==> config.mk <==
export PLATFORM = sky130hd
export DESIGN_NAME = sample_merger_top
export DESIGN_NICKNAME = d
export VERILOG_FILES = /design/src/design/stream_pkg.sv /design/src/design/sample_stream_if.sv /design/src/design/frame_counter.sv /design/src/design/sample_merger_top.sv /design/src/design/stream_combiner.sv /design/src/design/stream_input_slice.sv
export VERILOG_INCLUDE_DIRS = /design/src /design/src/design
export SDC_FILE = /design/constraint.sdc
export NUM_CORES = 1
export LEC_CHECK = 0
export BUFFER_PORTS_ARGS = -buffer_cell sky130_fd_sc_hd__buf_4
export CAP_MARGIN = 25
export CORE_ASPECT_RATIO = 0.75
export CORE_MARGIN = 3
export CORE_UTILIZATION = 30
export CTS_BUF_LIST = sky130_fd_sc_hd__clkbuf_8
export CTS_CLUSTER_SIZE = 8
export DETAILED_ROUTE_END_ITERATION = 7
export PLACE_DENSITY = 0.52
export SETUP_SLACK_MARGIN = 0.1
export SYNTH_ARGS = -nofsm -noshare
export SYNTH_HDL_FRONTEND = slang
export SYNTH_HIERARCHICAL = 1
export SYNTH_SLANG_ARGS = --single-unit
==> constraint.sdc <==
create_clock -name clock -period 5.5 [get_ports clock]
set_input_delay 1.375 -clock clock [delete_from_list [all_inputs] [get_ports clock]]
set_output_delay 1.375 -clock clock [all_outputs]
set_load 0.01 [all_outputs]
==> src/design/stream_params.svh <==
// Width and frame length macros for the sample merger
// Shared by the package and the top level

`ifndef STREAM_PARAMS_SVH
`define STREAM_PARAMS_SVH

// Signed input sample from each channel
`define STREAM_SAMPLE_WIDTH 16

// Formatted output word
`define STREAM_OUT_WIDTH 32

// Sideband fields carried with every beat
`define STREAM_DEST_WIDTH 8
`define STREAM_USER_WIDTH 8

// Beats per frame for each source, small so frames show up in simulation
`define STREAM_FRAME_LENGTH 4

`endif

==> src/design/stream_pkg.sv <==
// Shared vector types for the sample merger
// Sample, sideband, output word and frame counter types

package stream_pkg;

`include "stream_params.svh"

    // One signed sample from a channel
    typedef logic signed [`STREAM_SAMPLE_WIDTH-1:0] sample_t;

    // Sideband fields
    typedef logic [`STREAM_DEST_WIDTH-1:0] dest_t;
    typedef logic [`STREAM_USER_WIDTH-1:0] user_t;

    // Word leaving the combiner
    typedef logic [`STREAM_OUT_WIDTH-1:0] out_word_t;

    // Position of a beat inside its frame
    typedef logic [15:0] beat_count_t;

endpackage

==> src/design/sample_stream_if.sv <==
// Valid/ready stream of one signed sample with dest and user sideband
// Source and sink modports

`timescale 1ns/1ps

interface sample_stream_if;
    import stream_pkg::*;

    sample_t data;
    dest_t   dest;
    user_t   user;
    logic    valid;
    logic    ready;

    // The source holds a beat stable until valid and ready meet on a clock edge
    modport source (
        output data,
        output dest,
        output user,
        output valid,
        input  ready
    );

    modport sink (
        input  data,
        input  dest,
        input  user,
        input  valid,
        output ready
    );

endinterface

==> src/design/frame_counter.sv <==
// Frame position counter for one source
// Flags the accepted beat that completes each frame

`timescale 1ns/1ps

module frame_counter #(
    parameter int frame_length = 4
) (
    input  logic clock,
    input  logic reset,
    input  logic beat,
    output logic last
);
    import stream_pkg::*;

    localparam beat_count_t last_index = beat_count_t'(frame_length - 1);

    beat_count_t count;

    // Combinational, so the combiner can register it with the beat itself
    assign last = beat && (count == last_index);

    always_ff @(posedge clock) begin
        if (!reset) begin
            count <= '0;
        end else if (beat) begin
            if (count == last_index) begin
                count <= '0;
            end else begin
                count <= count + beat_count_t'(1);
            end
        end
    end

endmodule

==> src/design/sample_merger_top.sv <==
// Top level of the three-channel sample merger
// Input slices feeding the priority combiner, plain ports only

`timescale 1ns/1ps

`include "stream_params.svh"

module sample_merger_top (
    input  logic clock,
    input  logic reset,
    input  stream_pkg::sample_t in_1_data,
    input  stream_pkg::dest_t in_1_dest,
    input  stream_pkg::user_t in_1_user,
    input  logic in_1_valid,
    output logic in_1_ready,
    input  stream_pkg::sample_t in_2_data,
    input  stream_pkg::dest_t in_2_dest,
    input  stream_pkg::user_t in_2_user,
    input  logic in_2_valid,
    output logic in_2_ready,
    input  stream_pkg::sample_t in_3_data,
    input  stream_pkg::dest_t in_3_dest,
    input  stream_pkg::user_t in_3_user,
    input  logic in_3_valid,
    output logic in_3_ready,
    output stream_pkg::out_word_t out_data,
    output stream_pkg::dest_t out_dest,
    output stream_pkg::user_t out_user,
    output logic out_last,
    output logic out_valid,
    input  logic out_ready
);
    import stream_pkg::*;

    // Port side of each slice
    sample_stream_if port_link_1 ();
    sample_stream_if port_link_2 ();
    sample_stream_if port_link_3 ();

    // Slice to combiner
    sample_stream_if merge_link_1 ();
    sample_stream_if merge_link_2 ();
    sample_stream_if merge_link_3 ();

    assign port_link_1.data  = in_1_data;
    assign port_link_1.dest  = in_1_dest;
    assign port_link_1.user  = in_1_user;
    assign port_link_1.valid = in_1_valid;
    assign in_1_ready        = port_link_1.ready;

    assign port_link_2.data  = in_2_data;
    assign port_link_2.dest  = in_2_dest;
    assign port_link_2.user  = in_2_user;
    assign port_link_2.valid = in_2_valid;
    assign in_2_ready        = port_link_2.ready;

    assign port_link_3.data  = in_3_data;
    assign port_link_3.dest  = in_3_dest;
    assign port_link_3.user  = in_3_user;
    assign port_link_3.valid = in_3_valid;
    assign in_3_ready        = port_link_3.ready;

    stream_input_slice slice_1 (
        .clock      (clock),
        .reset      (reset),
        .upstream   (port_link_1.sink),
        .downstream (merge_link_1.source)
    );

    stream_input_slice slice_2 (
        .clock      (clock),
        .reset      (reset),
        .upstream   (port_link_2.sink),
        .downstream (merge_link_2.source)
    );

    stream_input_slice slice_3 (
        .clock      (clock),
        .reset      (reset),
        .upstream   (port_link_3.sink),
        .downstream (merge_link_3.source)
    );

    stream_combiner #(
        .dest_in_msb  (1'b1),
        .frame_length (`STREAM_FRAME_LENGTH)
    ) combiner (
        .clock     (clock),
        .reset     (reset),
        .in_1      (merge_link_1.sink),
        .in_2      (merge_link_2.sink),
        .in_3      (merge_link_3.sink),
        .out_data  (out_data),
        .out_dest  (out_dest),
        .out_user  (out_user),
        .out_last  (out_last),
        .out_valid (out_valid),
        .out_ready (out_ready)
    );

endmodule

==> src/design/stream_combiner.sv <==
// Fixed-priority merge of three sample streams into one output register
// Output word formatting and per-source frame marking

`timescale 1ns/1ps

module stream_combiner #(
    parameter bit dest_in_msb  = 1'b1,
    parameter int frame_length = 4
) (
    input  logic clock,
    input  logic reset,
    sample_stream_if.sink in_1,
    sample_stream_if.sink in_2,
    sample_stream_if.sink in_3,
    output stream_pkg::out_word_t out_data,
    output stream_pkg::dest_t out_dest,
    output stream_pkg::user_t out_user,
    output logic out_last,
    output logic out_valid,
    input  logic out_ready
);
    import stream_pkg::*;

    logic load_enable;
    logic grant_1;
    logic grant_2;
    logic grant_3;
    logic any_grant;
    logic last_1;
    logic last_2;
    logic last_3;

    sample_t sel_data;
    dest_t   sel_dest;
    user_t   sel_user;

    // Sign-extend the sample and optionally overwrite the top byte with dest
    function automatic out_word_t format_word(input sample_t sample, input dest_t dest);
        out_word_t word;
        word = out_word_t'(sample);
        if (dest_in_msb) begin
            word[$bits(out_word_t)-1 -: $bits(dest_t)] = dest;
        end
        return word;
    endfunction

    // The register may load when empty or when its beat leaves this cycle
    assign load_enable = !out_valid || out_ready;

    // Input 1 always wins, so a busy input 1 can starve the others
    assign grant_1   = load_enable && in_1.valid;
    assign grant_2   = load_enable && !in_1.valid && in_2.valid;
    assign grant_3   = load_enable && !in_1.valid && !in_2.valid && in_3.valid;
    assign any_grant = grant_1 || grant_2 || grant_3;

    assign in_1.ready = grant_1;
    assign in_2.ready = grant_2;
    assign in_3.ready = grant_3;

    always_comb begin
        if (in_1.valid) begin
            sel_data = in_1.data;
            sel_dest = in_1.dest;
            sel_user = in_1.user;
        end else if (in_2.valid) begin
            sel_data = in_2.data;
            sel_dest = in_2.dest;
            sel_user = in_2.user;
        end else begin
            sel_data = in_3.data;
            sel_dest = in_3.dest;
            sel_user = in_3.user;
        end
    end

    // Each source keeps its own frame position
    frame_counter #(.frame_length(frame_length)) counter_1 (
        .clock (clock),
        .reset (reset),
        .beat  (grant_1),
        .last  (last_1)
    );

    frame_counter #(.frame_length(frame_length)) counter_2 (
        .clock (clock),
        .reset (reset),
        .beat  (grant_2),
        .last  (last_2)
    );

    frame_counter #(.frame_length(frame_length)) counter_3 (
        .clock (clock),
        .reset (reset),
        .beat  (grant_3),
        .last  (last_3)
    );

    always_ff @(posedge clock) begin
        if (!reset) begin
            out_valid <= 1'b0;
            out_last  <= 1'b0;
        end else if (load_enable) begin
            out_valid <= any_grant;
            // Only the granted counter can flag, so an OR picks its flag
            out_last  <= last_1 || last_2 || last_3;
        end
    end

    always_ff @(posedge clock) begin
        if (any_grant) begin
            out_data <= format_word(sel_data, sel_dest);
            out_dest <= sel_dest;
            out_user <= sel_user;
        end
    end

endmodule

==> src/design/stream_input_slice.sv <==
// Two-entry skid buffer for one sample stream
// Cuts the ready path between the combiner and the input port

`timescale 1ns/1ps

module stream_input_slice (
    input logic clock,
    input logic reset,
    sample_stream_if.sink upstream,
    sample_stream_if.source downstream
);
    import stream_pkg::*;

    typedef enum logic [1:0] {
        st_empty,
        st_one,
        st_two
    } slice_state_t;

    slice_state_t state;
    slice_state_t state_next;
    logic ready_q;
    logic accept;
    logic consume;

    // Main entry feeds the output, the spill entry catches the beat that
    // arrives while the output is stalled
    sample_t main_data;
    dest_t   main_dest;
    user_t   main_user;
    sample_t spill_data;
    dest_t   spill_dest;
    user_t   spill_user;

    assign accept  = upstream.valid && ready_q;
    assign consume = downstream.valid && downstream.ready;

    always_comb begin
        state_next = state;
        case (state)
            st_empty: begin
                if (accept) state_next = st_one;
            end
            st_one: begin
                if (accept && !consume) state_next = st_two;
                else if (!accept && consume) state_next = st_empty;
            end
            st_two: begin
                if (consume) state_next = st_one;
            end
            default: state_next = st_empty;
        endcase
    end

    // Ready comes from a register, so it never sees the downstream ready
    always_ff @(posedge clock) begin
        if (!reset) begin
            state   <= st_empty;
            ready_q <= 1'b0;
        end else begin
            state   <= state_next;
            ready_q <= (state_next != st_two);
        end
    end

    always_ff @(posedge clock) begin
        if (state == st_two && consume) begin
            main_data <= spill_data;
            main_dest <= spill_dest;
            main_user <= spill_user;
        end else if (accept && (state == st_empty || consume)) begin
            main_data <= upstream.data;
            main_dest <= upstream.dest;
            main_user <= upstream.user;
        end
        if (accept && state == st_one && !consume) begin
            spill_data <= upstream.data;
            spill_dest <= upstream.dest;
            spill_user <= upstream.user;
        end
    end

    assign upstream.ready   = ready_q;
    assign downstream.valid = (state != st_empty);
    assign downstream.data  = main_data;
    assign downstream.dest  = main_dest;
    assign downstream.user  = main_user;

endmodule

==> impl_metrics.tcl <==
set metrics [dict create \
    outcome "complete, no violations" \
    grt_max_degree 70 \
    slowest_stage "or2_4" \
    hold-worst-slack_ns 0.521 \
    synth.distinct_cells 44 \
    fill_cells 3731 \
    hold_depth 2 \
    netlist.area_leader.share_pct 55.8 \
    dp_cells 1413 \
    clock_latency_ns 0.56 \
    cp-start-kind "flop" \
    grt_use_total_pct 12.5 \
    drive_gt1_share_pct 35.1 \
    drc 0 \
    drt_iter0_markers 333 \
    worst_setup_path_end_kind "flop" \
    peakVddDrop_mv 0.132 \
    area.growth.synth_to_final_pct 19.1 \
    tritoncts "built" \
    routabilityCongestion 0.778 \
    worstPathRequired_ns 5.80 \
    crit_arrival_ns 3.45 \
    num_vias 6624 \
    ys.flop_type "edfxtp_1" \
    hold_viol 0 \
    cts_buffers 47 \
    avgViaCountPerCell 4.43 \
    layout.nets 1055 \
    synth_edf_count 224 \
    die_h_um 180 \
    worstMarginPinSlew_ns 0.876 \
    synth.area.top_cells "edfxtp_1 56%, mux2_4 11%, dfxtp_1 9.8%" \
    cts-hold-fix-buffers 0 \
    start_util_pct 30.9 \
    ioPinCount 155 \
    syn_area_mm2 0.0120 \
    ctsLongestPathBuffers 3 \
    drv_slew 0 \
    core_mm2 0.0389 \
    cp_slowest_stage_delay_ns 0.76 \
    critPathMaxFanout 69 \
    cts_root_buf "clkbuf_8" \
    overflow 0 \
    crit_type "reg -> reg" \
    crit_path_cell_trace "or2_4 > and2_1 > nand2_4 > mux2_4" \
    finalCritPeriodShare_pct 57.2 \
    die_area_mm2 0.0426 \
    postSynthCellCount 781 \
    syn_area_per_cell_um2 15.4 \
    io_buffer_count 154 \
    post-cts-setup-buffers 0 \
    crit_family "simple AND/OR/NAND/NOR gates" \
    worstSetupPathDepth 4 \
    drt-pass1-iter-count 5 \
    antenna_found_initial 0 \
    grt_pass1_vias 6836 \
    finalSetupViolations 0 \
    final_cell_count_no_fill 1494 \
    grt_pass1_wl_mm 40.7 \
    ys_ff_latch 283 \
    yosysMostFrequentCell "edfxtp_1" \
    wire_per_inst_um 18.1 \
    reg2regPathDepth 4 \
    routed_wl_mm 27.1 \
    ctsResizeCount 0 \
    dpl.hpwl_mm 16.9 \
    yosysTopAreaCell "edfxtp_1" \
    synth_nets 886 \
    skew_ns 0.0140 \
    clk_pin_slew_ns 0.06 \
    synth_common_cells "224 x edfxtp_1, 90 x mux2_4, 59 x dfxtp_1" \
    max_clock_freq_ghz 0.318 \
    cp.buffers_inverters 0 \
    drt.antenna.violating_nets 0 \
    ys_seq_area_share_pct 65.6 \
    setup_tns_ns 0 \
    period_minus_slack_ns 3.15 \
    async_flop_share_pct 0 \
    p_leak_nw 5.42 \
    yosysWarnings 6 \
    p_per_area_mw_per_mm2 334 \
    slew_headroom_pct 41.6 \
    die_w_um 237 \
    numClockSinks 283 \
    drv_cap 0 \
    htree_levels 2 \
    grt_setup_unrepaired "false" \
    hold_path.class "reg -> reg" \
    row_count 62 \
]
==> through the flow <==
stage / total power [W] / utilization, % / cell area, µm² / setup WS (ns)
after floorplan: 0.00291 / - / 12000 / 0.820
after global placement: 0.00317 / 34.7 / 13500 / 2.04
after detailed placement: 0.00317 / 34.7 / 13500 / 2.06
after CTS: 0.00490 / 36.8 / 14300 / 2.28
after global routing: 0.00503 / 36.8 / 14300 / 2.06
final: 0.00479 / 36.9 / 14400 / 2.35
==> layer usage <==
metal,up-vias,track usage [%],routed length [µm]
met5,-,0,0
met4,0,4.09,656
met3,52,2.83,1410
met2,164,19.4,12100
met1,3183,17.3,13000
li1,3225,-,-
==> power breakdown <==
group	total, W	leakage [nW]	internal [W]	switching, W
logic	0.000565	2.39	0.000266	0.000299
clock network	0.00168	0.482	0.000865	0.000816
registers	0.00255	2.55	0.00249	0.0000583
==> cell type report <==
cell class	count	area (µm²)	area share, %
clock inverter	31	151	1.05
sequential	283	7910	55.1
clock buffer	49	674	4.70
antenna	1	2.50	0.0174
timing repair buffer	165	1240	8.63
tap	512	641	4.46
inverter	13	48.8	0.340
multi-input combinational	440	3690	25.7
==> registers in the layout (all words and copies together), names as in the netlist, 8 cells and up <==
register / cells
slice_3/spill_dest: 8
combiner/counter_1/count: 16
slice_2/spill_data: 16
slice_2/downstream.user: 8
combiner/counter_3/count: 16
slice_3/downstream.data: 16
slice_3/downstream.user: 8
slice_2/spill_dest: 8
slice_3/downstream.dest: 8
combiner/counter_2/count: 16
slice_2/downstream.data: 16
slice_3/spill_user: 8
slice_2/spill_user: 8
slice_2/downstream.dest: 8
slice_1/spill_user: 8
combiner/out_user: 8
slice_3/spill_data: 16
slice_1/spill_dest: 8
combiner/out_data: 24
slice_1/spill_data: 16
slice_1/downstream.dest: 8
slice_1/downstream.user: 8
slice_1/downstream.data: 16
==> worst register-to-register path, cell delays in order (launching register included) <==
cell	delay (ns)
dfxtp_1	0.50
or2_4	0.76
and2_1	0.57
nand2_4	0.55
mux2_4	0.51
==> placed cells by master (no fill, tap or decap), types with 4 or more instances in the layout <==
cell type    n
nand2b_1     4
mux2i_1     35
o21ai_0     11
nand2_1     50
clkinv_2     4
nor2_1      54
clkinv_1     9
o21ai_1     25
and2_1       4
nor4_1      18
mux2_4      90
inv_1       29
mux2_2       6
clkbuf_8    49
nand4_1     18
xor2_1      12
nor3_1      14
buf_4      165
xnor2_1     33
nor3b_1      5
edfxtp_1   224
nand3_1      6
dfxtp_1     59
==> cell families (layout without fill, tap and decap cells) <==
| logic type | after synthesis | after routing | synth area share [%] |
|---|---|---|---|
| AO/OA/AOI/OAI | 55 | 55 | 2.79 |
| AND/OR/NAND/NOR | 206 | 206 | 8.99 |
| multiplexers | 131 | 131 | 14.7 |
| adder cells (fa/ha/maj) | 3 | 3 | 0.312 |
| XOR/XNOR | 45 | 45 | 3.27 |
| buffers and inverters | 58 | 258 | 4.32 |
| other | 0 | 1 | 0 |
| flip-flops | 283 | 283 | 65.6 |
==> path summary, 6_finish.rpt <==
check / start / endpoint / slack [ns]
min: slice_1/downstream.data[15]$_DFFE_PP_ / combiner/out_data[23]$_DFFE_PP_ / 0.52
min reg2reg: slice_1/downstream.data[15]$_DFFE_PP_ / combiner/out_data[23]$_DFFE_PP_ / 0.52
max reg2reg: slice_1/state[0]$_SDFF_PN0_ / slice_1/downstream.user[6]$_DFFE_PP_ / 2.35
max: slice_1/state[0]$_SDFF_PN0_ / slice_1/downstream.user[6]$_DFFE_PP_ / 2.35
(Power assumes the default switching activity.)
